--- src/rtl/alu_pkg.sv ---
`default_nettype none

package alu_pkg;

  localparam int xlen = 64;

  // iteration cycles of the multiply and divide units
  localparam int md_cycles = 64;
  localparam int md_cnt_w = $clog2(md_cycles);
  localparam logic [md_cnt_w-1:0] md_last = md_cnt_w'(md_cycles - 1);

  // single-cycle operations
  typedef enum logic [3:0] {
    op_add,
    op_sub,
    op_sll,
    op_slt,
    op_sltu,
    op_srl,
    op_sra,
    op_pass_b,
    op_xor,
    op_or,
    op_and
  } alu_op_e;

  // M-extension operations, divide group in the upper half
  typedef enum logic [2:0] {
    md_mul,
    md_mulh,
    md_mulhsu,
    md_mulhu,
    md_div,
    md_divu,
    md_rem,
    md_remu
  } md_op_e;

  typedef struct packed {
    alu_op_e             alu_op;
    md_op_e              md_op;
    logic                md_en;
    logic                word;
    logic [xlen-1:0]     src1;
    logic [xlen-1:0]     src2;
  } alu_req_t;

  typedef enum logic [1:0] {
    st_idle,
    st_run,
    st_done
  } md_state_e;

  typedef enum logic [2:0] {
    sel_adder,
    sel_shift,
    sel_less,
    sel_b,
    sel_xor,
    sel_or,
    sel_and,
    sel_md
  } res_sel_e;

endpackage

`default_nettype wire

--- src/rtl/alu_adder.sv ---
`timescale 1ns/10ps
`default_nettype none

module alu_adder (
  input  wire [alu_pkg::xlen-1:0] src1_i,
  input  wire [alu_pkg::xlen-1:0] src2_i,
  input  wire                     sub_i,
  input  wire                     unsigned_cmp_i,
  output logic [alu_pkg::xlen-1:0] sum_o,
  output logic                    zero_o,
  output logic                    less_o
);

  logic [alu_pkg::xlen-1:0] b_inv;
  logic                     carry;
  logic                     overflow;

  // subtract as src1 + ~src2 + 1
  assign b_inv = src2_i ^ {alu_pkg::xlen{sub_i}};

  always_comb begin
    {carry, sum_o} = {1'b0, src1_i} + {1'b0, b_inv} + {{alu_pkg::xlen{1'b0}}, sub_i};
    overflow = (src1_i[alu_pkg::xlen-1] == b_inv[alu_pkg::xlen-1]) &&
               (sum_o[alu_pkg::xlen-1] != src1_i[alu_pkg::xlen-1]);
  end

  // no carry out of a - b means a borrow, so a < b unsigned
  assign less_o = unsigned_cmp_i ? ~carry : (sum_o[alu_pkg::xlen-1] ^ overflow);
  assign zero_o = ~(|sum_o);

endmodule

`default_nettype wire

--- src/rtl/alu_ctrl.sv ---
`timescale 1ns/10ps
`default_nettype none

module alu_ctrl (
  input  wire                     clk,
  input  wire                     rst_n,
  input  wire alu_pkg::alu_req_t  req_i,
  input  wire                     flush_i,
  input  wire [alu_pkg::xlen-1:0] sum_i,
  input  wire [alu_pkg::xlen-1:0] shift_i,
  input  wire [alu_pkg::xlen-1:0] mul_res_i,
  input  wire [alu_pkg::xlen-1:0] div_res_i,
  input  wire                     less_i,
  input  wire                     mul_done_i,
  input  wire                     div_done_i,
  output logic                    sub_o,
  output logic                    unsigned_cmp_o,
  output logic                    right_o,
  output logic                    arith_o,
  output logic                    word_o,
  output logic                    mul_start_o,
  output logic                    div_start_o,
  output logic                    abort_o,
  output alu_pkg::md_op_e         md_op_o,
  output logic                    busy_o,
  output logic [alu_pkg::xlen-1:0] result_o
);

  alu_pkg::md_state_e       state_q;
  alu_pkg::md_state_e       state_d;
  alu_pkg::res_sel_e        sel;
  logic                     is_div;
  logic                     launch;
  logic [alu_pkg::xlen-1:0] raw;

  // op decode
  always_comb begin
    sub_o          = 1'b0;
    unsigned_cmp_o = 1'b0;
    right_o        = 1'b0;
    arith_o        = 1'b0;
    sel            = alu_pkg::sel_adder;
    case (req_i.alu_op)
      alu_pkg::op_add:    sel = alu_pkg::sel_adder;
      alu_pkg::op_sub:    sub_o = 1'b1;
      alu_pkg::op_sll:    sel = alu_pkg::sel_shift;
      alu_pkg::op_slt: begin
        sub_o = 1'b1;
        sel   = alu_pkg::sel_less;
      end
      alu_pkg::op_sltu: begin
        sub_o          = 1'b1;
        unsigned_cmp_o = 1'b1;
        sel            = alu_pkg::sel_less;
      end
      alu_pkg::op_srl: begin
        right_o = 1'b1;
        sel     = alu_pkg::sel_shift;
      end
      alu_pkg::op_sra: begin
        right_o = 1'b1;
        arith_o = 1'b1;
        sel     = alu_pkg::sel_shift;
      end
      alu_pkg::op_pass_b: sel = alu_pkg::sel_b;
      alu_pkg::op_xor:    sel = alu_pkg::sel_xor;
      alu_pkg::op_or:     sel = alu_pkg::sel_or;
      alu_pkg::op_and:    sel = alu_pkg::sel_and;
      default:            sel = alu_pkg::sel_adder;
    endcase
    if (req_i.md_en) begin
      sel = alu_pkg::sel_md;
    end
  end

  assign word_o  = req_i.word;
  assign md_op_o = req_i.md_op;
  assign abort_o = flush_i;
  assign is_div  = req_i.md_op inside {alu_pkg::md_div, alu_pkg::md_divu,
                                       alu_pkg::md_rem, alu_pkg::md_remu};

  // cycle 0 of a multicycle op, start goes only to the selected unit
  assign launch      = (state_q == alu_pkg::st_idle) && req_i.md_en && !flush_i;
  assign mul_start_o = launch && !is_div;
  assign div_start_o = launch && is_div;
  assign busy_o      = launch || ((state_q == alu_pkg::st_run) && !flush_i);

  always_comb begin
    state_d = state_q;
    case (state_q)
      alu_pkg::st_idle: begin
        if (launch) state_d = alu_pkg::st_run;
      end
      alu_pkg::st_run: begin
        if (flush_i) state_d = alu_pkg::st_idle;
        else if (mul_done_i || div_done_i) state_d = alu_pkg::st_done;
      end
      alu_pkg::st_done: begin
        // hold the result until the request drops
        if (flush_i || !req_i.md_en) state_d = alu_pkg::st_idle;
      end
      default: state_d = alu_pkg::st_idle;
    endcase
  end

  always_ff @(posedge clk or negedge rst_n) begin
    if (!rst_n) begin
      state_q <= alu_pkg::st_idle;
    end else begin
      state_q <= state_d;
    end
  end

  always_comb begin
    case (sel)
      alu_pkg::sel_adder: raw = sum_i;
      alu_pkg::sel_shift: raw = shift_i;
      alu_pkg::sel_less:  raw = {{(alu_pkg::xlen-1){1'b0}}, less_i};
      alu_pkg::sel_b:     raw = req_i.src2;
      alu_pkg::sel_xor:   raw = req_i.src1 ^ req_i.src2;
      alu_pkg::sel_or:    raw = req_i.src1 | req_i.src2;
      alu_pkg::sel_and:   raw = req_i.src1 & req_i.src2;
      alu_pkg::sel_md:    raw = is_div ? div_res_i : mul_res_i;
      default:            raw = sum_i;
    endcase
    // word variants sign-extend the low half
    if (req_i.word && !req_i.md_en) begin
      result_o = {{32{raw[31]}}, raw[31:0]};
    end else begin
      result_o = raw;
    end
  end

endmodule

`default_nettype wire

--- src/rtl/alu_div.sv ---
`timescale 1ns/10ps
`default_nettype none

module alu_div (
  input  wire                     clk,
  input  wire                     rst_n,
  input  wire                     start_i,
  input  wire                     abort_i,
  input  wire alu_pkg::md_op_e    md_op_i,
  input  wire [alu_pkg::xlen-1:0] src1_i,
  input  wire [alu_pkg::xlen-1:0] src2_i,
  output logic                    done_o,
  output logic [alu_pkg::xlen-1:0] result_o
);

  logic [alu_pkg::xlen-1:0]     rem_q;
  logic [alu_pkg::xlen-1:0]     quo_q;
  logic [alu_pkg::xlen-1:0]     dvs_q;
  logic [alu_pkg::md_cnt_w-1:0] cnt_q;
  logic                         running_q;
  logic                         q_neg_q;
  logic                         r_neg_q;
  alu_pkg::md_op_e              op_q;
  logic                         signed_op;
  logic                         a_neg;
  logic                         b_neg;
  logic [alu_pkg::xlen-1:0]     a_mag;
  logic [alu_pkg::xlen-1:0]     b_mag;
  logic [alu_pkg::xlen:0]       shifted;
  logic [alu_pkg::xlen+1:0]     diff;
  logic                         ge;

  always_comb begin
    signed_op = (md_op_i == alu_pkg::md_div) || (md_op_i == alu_pkg::md_rem);
    a_neg = signed_op && src1_i[alu_pkg::xlen-1];
    b_neg = signed_op && src2_i[alu_pkg::xlen-1];
    a_mag = a_neg ? -src1_i : src1_i;
    b_mag = b_neg ? -src2_i : src2_i;
  end

  // trial subtract of the divisor from the shifted partial remainder
  assign shifted = {rem_q, quo_q[alu_pkg::xlen-1]};
  assign diff = {1'b0, shifted} - {2'b00, dvs_q};
  assign ge = ~diff[alu_pkg::xlen+1];

  assign done_o = running_q && (cnt_q == alu_pkg::md_last);

  always_ff @(posedge clk or negedge rst_n) begin
    if (!rst_n) begin
      rem_q     <= '0;
      quo_q     <= '0;
      dvs_q     <= '0;
      cnt_q     <= '0;
      running_q <= 1'b0;
      q_neg_q   <= 1'b0;
      r_neg_q   <= 1'b0;
      op_q      <= alu_pkg::md_div;
    end else if (abort_i) begin
      running_q <= 1'b0;
    end else if (start_i) begin
      rem_q     <= '0;
      quo_q     <= a_mag;
      dvs_q     <= b_mag;
      cnt_q     <= '0;
      running_q <= 1'b1;
      // zero divisor must keep the all-ones quotient
      q_neg_q   <= (a_neg ^ b_neg) && (src2_i != '0);
      r_neg_q   <= a_neg;
      op_q      <= md_op_i;
    end else if (running_q) begin
      rem_q <= ge ? diff[alu_pkg::xlen-1:0] : shifted[alu_pkg::xlen-1:0];
      quo_q <= {quo_q[alu_pkg::xlen-2:0], ge};
      cnt_q <= cnt_q + 1'b1;
      if (done_o) begin
        running_q <= 1'b0;
      end
    end
  end

  // min / -1 needs no patch: magnitude 2^63 negates back to itself
  always_comb begin
    if ((op_q == alu_pkg::md_div) || (op_q == alu_pkg::md_divu)) begin
      result_o = q_neg_q ? -quo_q : quo_q;
    end else begin
      result_o = r_neg_q ? -rem_q : rem_q;
    end
  end

endmodule

`default_nettype wire

--- src/rtl/alu_mul.sv ---
`timescale 1ns/10ps
`default_nettype none

module alu_mul (
  input  wire                     clk,
  input  wire                     rst_n,
  input  wire                     start_i,
  input  wire                     abort_i,
  input  wire alu_pkg::md_op_e    md_op_i,
  input  wire [alu_pkg::xlen-1:0] src1_i,
  input  wire [alu_pkg::xlen-1:0] src2_i,
  output logic                    done_o,
  output logic [alu_pkg::xlen-1:0] result_o
);

  logic [alu_pkg::xlen-1:0]     hi_q;
  logic [alu_pkg::xlen-1:0]     lo_q;
  logic [alu_pkg::xlen-1:0]     mcand_q;
  logic [alu_pkg::md_cnt_w-1:0] cnt_q;
  logic                         running_q;
  logic                         neg_q;
  alu_pkg::md_op_e              op_q;
  logic                         a_neg;
  logic                         b_neg;
  logic [alu_pkg::xlen-1:0]     a_mag;
  logic [alu_pkg::xlen-1:0]     b_mag;
  logic [alu_pkg::xlen:0]       add_res;
  logic [2*alu_pkg::xlen-1:0]   prod;

  always_comb begin
    // mulh: both signed, mulhsu: only src1 signed
    a_neg = ((md_op_i == alu_pkg::md_mulh) || (md_op_i == alu_pkg::md_mulhsu)) &&
            src1_i[alu_pkg::xlen-1];
    b_neg = (md_op_i == alu_pkg::md_mulh) && src2_i[alu_pkg::xlen-1];
    a_mag = a_neg ? -src1_i : src1_i;
    b_mag = b_neg ? -src2_i : src2_i;
  end

  // add the multiplicand into the high half when the multiplier bit is set
  assign add_res = lo_q[0] ? ({1'b0, hi_q} + {1'b0, mcand_q}) : {1'b0, hi_q};

  assign done_o = running_q && (cnt_q == alu_pkg::md_last);

  always_ff @(posedge clk or negedge rst_n) begin
    if (!rst_n) begin
      hi_q      <= '0;
      lo_q      <= '0;
      mcand_q   <= '0;
      cnt_q     <= '0;
      running_q <= 1'b0;
      neg_q     <= 1'b0;
      op_q      <= alu_pkg::md_mul;
    end else if (abort_i) begin
      running_q <= 1'b0;
    end else if (start_i) begin
      hi_q      <= '0;
      lo_q      <= b_mag;
      mcand_q   <= a_mag;
      cnt_q     <= '0;
      running_q <= 1'b1;
      neg_q     <= a_neg ^ b_neg;
      op_q      <= md_op_i;
    end else if (running_q) begin
      // shift product right, carry enters at the top
      hi_q  <= add_res[alu_pkg::xlen:1];
      lo_q  <= {add_res[0], lo_q[alu_pkg::xlen-1:1]};
      cnt_q <= cnt_q + 1'b1;
      if (done_o) begin
        running_q <= 1'b0;
      end
    end
  end

  assign prod = neg_q ? -{hi_q, lo_q} : {hi_q, lo_q};
  assign result_o = (op_q == alu_pkg::md_mul) ? prod[alu_pkg::xlen-1:0] :
                                                prod[2*alu_pkg::xlen-1:alu_pkg::xlen];

endmodule

`default_nettype wire

--- src/rtl/alu_shifter.sv ---
`timescale 1ns/10ps
`default_nettype none

module alu_shifter (
  input  wire [alu_pkg::xlen-1:0] src_i,
  input  wire [5:0]               shamt_i,
  input  wire                     right_i,
  input  wire                     arith_i,
  input  wire                     word_i,
  output logic [alu_pkg::xlen-1:0] shift_o
);

  logic [5:0]                  amt;
  logic [alu_pkg::xlen-1:0]    src_ext;
  logic [alu_pkg::xlen-1:0]    shr_in;
  logic [alu_pkg::xlen-1:0]    shr_out;
  logic signed [alu_pkg::xlen:0] shr_wide;
  logic                        fill;

  always_comb begin
    // word shifts only use five amount bits
    amt = word_i ? {1'b0, shamt_i[4:0]} : shamt_i;

    // in word mode bit 31 acts as the sign for right shifts
    if (word_i) begin
      src_ext = {{32{arith_i & src_i[31]}}, src_i[31:0]};
    end else begin
      src_ext = src_i;
    end
    fill = right_i & arith_i & src_ext[alu_pkg::xlen-1];

    // left shift runs through the right shifter on reversed bits
    for (int i = 0; i < alu_pkg::xlen; i++) begin
      shr_in[i] = right_i ? src_ext[i] : src_ext[alu_pkg::xlen-1-i];
    end

    shr_wide = $signed({fill, shr_in}) >>> amt;
    shr_out = shr_wide[alu_pkg::xlen-1:0];

    for (int i = 0; i < alu_pkg::xlen; i++) begin
      shift_o[i] = right_i ? shr_out[i] : shr_out[alu_pkg::xlen-1-i];
    end
  end

endmodule

`default_nettype wire

--- src/rtl/alu_top.sv ---
`timescale 1ns/10ps
`default_nettype none

module alu_top (
  input  wire                      clk,
  input  wire                      rst_n,
  input  wire alu_pkg::alu_req_t   req_i,
  input  wire                      flush_i,
  output logic [alu_pkg::xlen-1:0] result_o,
  output logic                     less_o,
  output logic                     zero_o,
  output logic                     busy_o
);

  logic [alu_pkg::xlen-1:0] sum;
  logic [alu_pkg::xlen-1:0] shift;
  logic [alu_pkg::xlen-1:0] mul_res;
  logic [alu_pkg::xlen-1:0] div_res;
  logic                     sub;
  logic                     unsigned_cmp;
  logic                     right;
  logic                     arith;
  logic                     word;
  logic                     mul_start;
  logic                     div_start;
  logic                     mul_done;
  logic                     div_done;
  logic                     abort;
  alu_pkg::md_op_e          md_op;

  alu_ctrl u_ctrl (
    .clk            (clk),
    .rst_n          (rst_n),
    .req_i          (req_i),
    .flush_i        (flush_i),
    .sum_i          (sum),
    .shift_i        (shift),
    .mul_res_i      (mul_res),
    .div_res_i      (div_res),
    .less_i         (less_o),
    .mul_done_i     (mul_done),
    .div_done_i     (div_done),
    .sub_o          (sub),
    .unsigned_cmp_o (unsigned_cmp),
    .right_o        (right),
    .arith_o        (arith),
    .word_o         (word),
    .mul_start_o    (mul_start),
    .div_start_o    (div_start),
    .abort_o        (abort),
    .md_op_o        (md_op),
    .busy_o         (busy_o),
    .result_o       (result_o)
  );

  // flags go out straight from the adder
  alu_adder u_adder (
    .src1_i         (req_i.src1),
    .src2_i         (req_i.src2),
    .sub_i          (sub),
    .unsigned_cmp_i (unsigned_cmp),
    .sum_o          (sum),
    .zero_o         (zero_o),
    .less_o         (less_o)
  );

  alu_shifter u_shifter (
    .src_i   (req_i.src1),
    .shamt_i (req_i.src2[5:0]),
    .right_i (right),
    .arith_i (arith),
    .word_i  (word),
    .shift_o (shift)
  );

  alu_mul u_mul (
    .clk      (clk),
    .rst_n    (rst_n),
    .start_i  (mul_start),
    .abort_i  (abort),
    .md_op_i  (md_op),
    .src1_i   (req_i.src1),
    .src2_i   (req_i.src2),
    .done_o   (mul_done),
    .result_o (mul_res)
  );

  alu_div u_div (
    .clk      (clk),
    .rst_n    (rst_n),
    .start_i  (div_start),
    .abort_i  (abort),
    .md_op_i  (md_op),
    .src1_i   (req_i.src1),
    .src2_i   (req_i.src2),
    .done_o   (div_done),
    .result_o (div_res)
  );

endmodule

`default_nettype wire

--- config.mk ---
export PLATFORM = sky130hd
export DESIGN_NAME = alu_top
export DESIGN_NICKNAME = d
export VERILOG_FILES = /design/src/rtl/alu_pkg.sv /design/src/rtl/alu_adder.sv /design/src/rtl/alu_ctrl.sv /design/src/rtl/alu_div.sv /design/src/rtl/alu_mul.sv /design/src/rtl/alu_shifter.sv /design/src/rtl/alu_top.sv
export SDC_FILE = /design/constraint.sdc
export NUM_CORES = 2
export LEC_CHECK = 0
export BUFFER_PORTS_ARGS = -buffer_cell sky130_fd_sc_hd__buf_2
export CAP_MARGIN = 20
export CORE_MARGIN = 5
export CORE_UTILIZATION = 25
export CTS_BUF_LIST = sky130_fd_sc_hd__clkbuf_16
export DETAILED_ROUTE_END_ITERATION = 10
export SETUP_SLACK_MARGIN = 0.2
export SLEW_MARGIN = 20
export SYNTH_ARGS = -nofsm -noshare
export SYNTH_HDL_FRONTEND = slang
export SYNTH_SLANG_ARGS = --single-unit
--- constraint.sdc ---
create_clock -name clk -period 14.3 [get_ports clk]
set_clock_uncertainty 0.2 [all_clocks]
set_input_delay 2.86 -clock clk [delete_from_list [all_inputs] [get_ports clk]]
set_output_delay 2.86 -clock clk [all_outputs]
set_load 0.1 [all_outputs]
======== Word-level counts from Yosys, hierarchy flattened ========
Cells that the tools add are included.
word-level totals
  output and inout port bits .............. 67
  bits in registers ....................... 409
  input port bits ......................... 140
  logic and storage cells ................. 292
operators by class
  multiplexer cells ....................... 176
  bitwise gates (word level) .............. 14
  shifts and indexed selects .............. 1
  eq/ne operators ......................... 34
  reduce and logical (&&, ||, !) cells .... 40
  $add $sub $neg .......................... 11
operators with widths
  kind                   number
  $mux W64               20
  $pmux W64 S8           1
  $neg A64 Y64           4
  $mux W1                141
  $add A64 B64 Y65       2
  $mux W128              1
  $neg A128 Y128         1
  $xor A64 B64 Y64       2
  $sub A65 B64 Y66       1
  $add A65 B1 Y65        1
  $mux W65               1
  $sshr A65 B6 Y64       1
  $and A64 B64 Y64       1
  $or A64 B64 Y64        1
  $reduce_bool A64 Y1    1
  $reduce_or A64 Y1      1
  $eq A3 B3 Y1 const B   10
  $mux W6                5
  $pmux W3 S6            1
  $eq A4 B3 Y1 const B   4
  $logic_and A1 B1 Y1    14
  $add A6 B1 Y6 const B  2
  $eq A4 B4 Y1 const B   3
  $eq A6 B6 Y1 const B   2
  26 further kinds       55

======== Depth between registers and ports, before layout ========
  word-level depth ........................ 12
  gate-level depth with buffers ........... 20
  gate-level depth less buffers ........... 17

======== Modules after synthesis ========
Synthesis repeated with hierarchy kept, for this count alone.
unflattened totals
  cells, all modules ...................... 7522
  area total of the unflattened synthesis .. 55847.3 sq um
modules (own cells, without submodules)
  module       instances  area each (sq um)  cells an instance  sequential area each (sq um)
  alu_mul      1          18859.3            2477               5079.9
  alu_div      1          18088.6            2350               5081.1
  alu_ctrl     1          7080.5             1005               50.0
  alu_shifter  1          6941.7             978                0.0
  alu_adder    1          4877.2             712                0.0

======== Least setup slack after synthesis ========
Ideal clock, no wire load.
  path type ............................... input port to output port
  start ................................... input port req_i[1] (netlist name)
  end ..................................... output port zero_o
  buffers on the path ..................... 4
  setup slack ............................. 740 ps
  data arrival time ....................... 10500 ps
  stages on the path ...................... 20
  cells stage by stage .................... inv_1 > buf_1 > buf_2 > clkbuf_1 > buf_1 > xnor2_1 > inv_1 > fa_1 > nor2b_1 > o31a_1 > o21ai_0 > o311ai_0 > nor2_1 > xnor2_1 > or4b_2 > nor3_1 > nand3_1 > nor4_1 > nand4b_1 > nor4bb_1
between the ends
  cells in the longest elaborated chain, start to end .. 5
RTL lines
  item               RTL line         text
  from (decl)        alu_top.sv:7     input wire alu_pkg::alu_req_t req_i,
  $xor A64 B64 Y64   alu_adder.sv:19  assign b_inv = src2_i ^ {alu_pkg::xlen{sub_i}};
  $add A64 B64 Y65   alu_adder.sv:22  {carry, sum_o} = {1'b0, src1_i} + {1'b0, b_inv} + {{alu_pkg::xlen{1'b0}}, sub_i};
  $add A65 B1 Y65    alu_adder.sv:22
  $reduce_or A64 Y1  alu_adder.sv:29  assign zero_o = ~(|sum_o);
  $not A1 Y1         alu_adder.sv:29
  to (decl)          alu_top.sv:11    output logic zero_o,
Every way passes these cells.

======== Worst setup path after layout ========
  start ................................... input port req_i[134] (netlist name)
  end ..................................... output port zero_o
between the ends
  cells in the longest elaborated chain, start to end .. 8
RTL lines
  item                                        RTL line         text
  $eq A4 B1 Y1, or another cell as far along  alu_ctrl.sv:43   case (req_i.alu_op)
  $reduce_or A3 Y1 (no source line) (*)       n/a
  $mux W1 (*)                                 alu_ctrl.sv:43
  $xor A64 B64 Y64                            alu_adder.sv:19
  $add A64 B64 Y65                            alu_adder.sv:22
  $add A65 B1 Y65 (*)                         alu_adder.sv:22
  $reduce_or A64 Y1 (*)                       alu_adder.sv:29
  $not A1 Y1 (*)                              alu_adder.sv:29
Every way passes the cells marked *; elsewhere a longest branch is shown, timed or not.

==> out/qor.yml <==
status: "complete, no violations"
top_layer: "met5"
post_cts_buffers: 0
endpoint_kind: "primary output"
coreArea_mm2: 0.207
die_h_um: 466
min_path_cells: 2
drc: 0
multi_input_area_mm2: 0.0390
rr_startpoint: "u_mul.hi_q[0]"
cts_hold_buf: 0
startpoint_type: "input port"
cpPeakStageDelay_ns: 0.94
worst_r2r_path_depth: 16
drt_wl_total_um: 321000
nets: 7574
design_power_total_w: 0.0110
critPathTopFamily: "compound AO/OA/AOI/OAI gates"
track_usage_pct: 27.9
yosysWarnings: 0
m1WireLength_um: 127000
worst_pin_slew_ns: 1.34
post-place-ws_ns: 1.32
setup-violations-final: 0
clk-insertion-delay-late_ns: 0.69
grt_overflow: 0
cellPowerDensity_mw_per_mm2: 191
grt_pass1_vias: 55033
synthArstFlopShare_pct: 100
ys_seq_elements: 408
grt_first_pass_wirelength_um: 437000
dp_hpwl_um: 255000
clk_pin_slew_ns: 0.06
syn-num-nets: 7692
dr_total_vias: 60476
cts_resized: 0
fin_ws_ns: 0.990
slowest_stage: "nor4bb_1"
worstPathCellList: "buf_2, or3b_2, a21oi_4, buf_12, xnor2_1, ha_1, nor2_1, o31a_1, o31ai_1, a21oi_1, a31oi_1, a21oi_1, o21ai_0, a221oi_1, xnor2_1, nor4_1, nand4b_1, nor4bb_1, buf_4, buf_4"
syn-cell-area_mm2: 0.0520
arrival_ns: 10.25
grt_max_degree: 141
reg2reg_slack_ns: 8.38
p_switching_w: 0.00629
slew_violations: 0
final_common_cell: "nand2_1"
synth_area_per_cell_um2: 7.20
post_route_cells_drive_above_1_share_pct: 8.41
n_fill_cell: 22817
whs_endpoint: "u_div.dvs_q[58]"
cell_internal_pwr_w: 0.00471
clkPwrFrac_pct: 12.5
synth_cell_types: 95
path_class: "in -> out"
rsz0062_at_grt: "false"
swShare_pct: 57.2
synth_flop_cell: "dfrtp_1"
die_area_mm2: 0.217
wl_met3_um: 34300
min_period_ns: 13.31
die_w_um: 466
num_rows: 167
leakage_nw: 23.0
worst_hold_slack_ns: 0.280
ir_drop_v: 0.000181
gp_congestion: 1.09
seqPwrFrac_pct: 22.6
cp_max_fo: 53
root_buffer: "clkbuf_16"
numClockSinks: 408
antenna_found_initial: 56
antenna_left: 0
worst-path-buf-inv: 4
wl_met2_um: 132000
hold_start: "u_div.dvs_q[58]"
combPwrFrac_pct: 64.9
wl_per_cell_um: 32.2
timing.setup.tns_ns: 0
first_pass_iters: 8
cts_max_path_buffers: 3
synth_edf_count: 0
yosysSeqAreaShare_pct: 19.6
final-seq-area_mm2: 0.0102
period_share_pct: 93.1
cts-buffers-inserted: 51
first_iter_violations: 9038
initial_core_util_pct: 25.1
place.port_buffers: 206
worstPathRequired_ns: 11.24
layout_common_cells: "nand2_1, nor2_1, a21oi_1, o21ai_0, xnor2_1"
pin_count: 207
h-tree-depth: 2
synthesis.instances: 7221
timing.rr.end: "u_mul.hi_q[63]"
min_path_type: "reg -> reg"
cts_tree: "yes"
syn_to_final_growth_pct: 10.9
relSlewSlack_pct: 10.8
hold_viol: 0
maxCapViolations: 0
vias_per_cell: 6.07
fmax_ghz: 0.0751
[tightest hold or removal path: cells and delay by family, from the launching register on]
| kind | cells | cell delay, ns |
|---|---|---|
| DFF | 1 | 0.34 |
| and+or+nand+nor | 1 | 0.05 |
| AOI/OAI and AO/OA | 1 | 0.06 |
[flip-flops by register name, indices dropped and copies added, names as in the netlist, 6 cells and up]
signal	cells
u_div.dvs_q	64
u_mul.cnt_q	6
u_div.quo_q	64
u_div.rem_q	64
u_div.cnt_q	6
u_mul.lo_q	64
u_mul.mcand_q	64
u_mul.hi_q	64
[synth_stat cells, drive strengths merged (53+ instances only)]
cell       n  area [um^2]
ha       328         4100
mux2i    139         1390
nand3    126          631
xor2     170         1490
nor4      53          359
a21oi    570         2860
a31oi    168         1050
a21o      96          721
a22oi     77          578
o21ai    568         2840
o211ai   106          796
nor3     141          737
or4       68          522
a211oi   134         1010
dfrtp    407        10200
nand4     78          488
o31ai     88          661
xnor2    510         4470
inv      264          991
clkbuf   444         1670
nand2   1032         3870
buf       78          318
nor2     692         2600
or3       76          475
[through the flow]
| step | instances | cell area, um^2 | utilization [%] |
|---|---|---|---|
| final | 9955 | 57600 | 27.8 |
| after global routing | 9946 | 57600 | 27.8 |
| after CTS | 9930 | 57500 | 27.8 |
| after detailed placement | 9836 | 55900 | 27.0 |
| after global placement | 9835 | 55900 | 27.0 |
| after floorplan | 7221 | 52000 | - |
[worst max path at each step]
stage	slack, ns	to	from	depth (start not counted)
after CTS	1.30	zero_o	req_i[134]	20
final	0.99	zero_o	req_i[134]	20
after global routing	1.01	zero_o	req_i[134]	20
after detailed placement	1.32	zero_o	req_i[134]	20
after floorplan	0.74	zero_o	req_i[1]	20
after global placement	1.20	zero_o	req_i[134]	20
[routing by layer]
metal,up-vias,global-route usage [%]
met5,-,0
met4,24,19.5
met3,918,6.99
met2,3944,40.8
met1,29613,35.9
li1,25977,-
[logic make-up (layout without fill, tap and decap cells)]
kind of cell | count (synthesis) | count (layout) | share of synthesized area [%]
AOI/OAI and AO/OA | 2294 | 2294 | 28.2
buffers and inverters | 788 | 711 | 5.74
and+or+nand+nor | 2523 | 2523 | 21.9
adders and majority gates | 331 | 331 | 8.01
DFF | 408 | 408 | 19.6
xor gates and xnor gates | 680 | 680 | 11.5
other | 0 | 23 | 0
muxes | 197 | 197 | 4.99
[power groups by stage]
| stage | combinational (W) | clock [W] | sequential [W] |
|---|---|---|---|
| floorplan | 0.00487 | 0 | 0.00205 |
| global placement | 0.00679 | 0 | 0.00243 |
| detailed placement | 0.00686 | 0 | 0.00245 |
| CTS | 0.00690 | 0.00138 | 0.00243 |
| global route | 0.00755 | 0.00142 | 0.00253 |
| finish | 0.00714 | 0.00137 | 0.00249 |
[layout make-up]
| type | instances | share of cell area, % |
|---|---|---|
| clock inverter | 43 | 0.679 |
| antenna | 23 | 0.0998 |
| clock buffer | 51 | 2.21 |
| timing repair buffer | 351 | 3.77 |
| multi-input combinational | 6025 | 67.7 |
| inverter | 266 | 1.73 |
| sequential | 408 | 17.7 |
| tap | 2788 | 6.05 |
(Power assumes the default switching activity.)
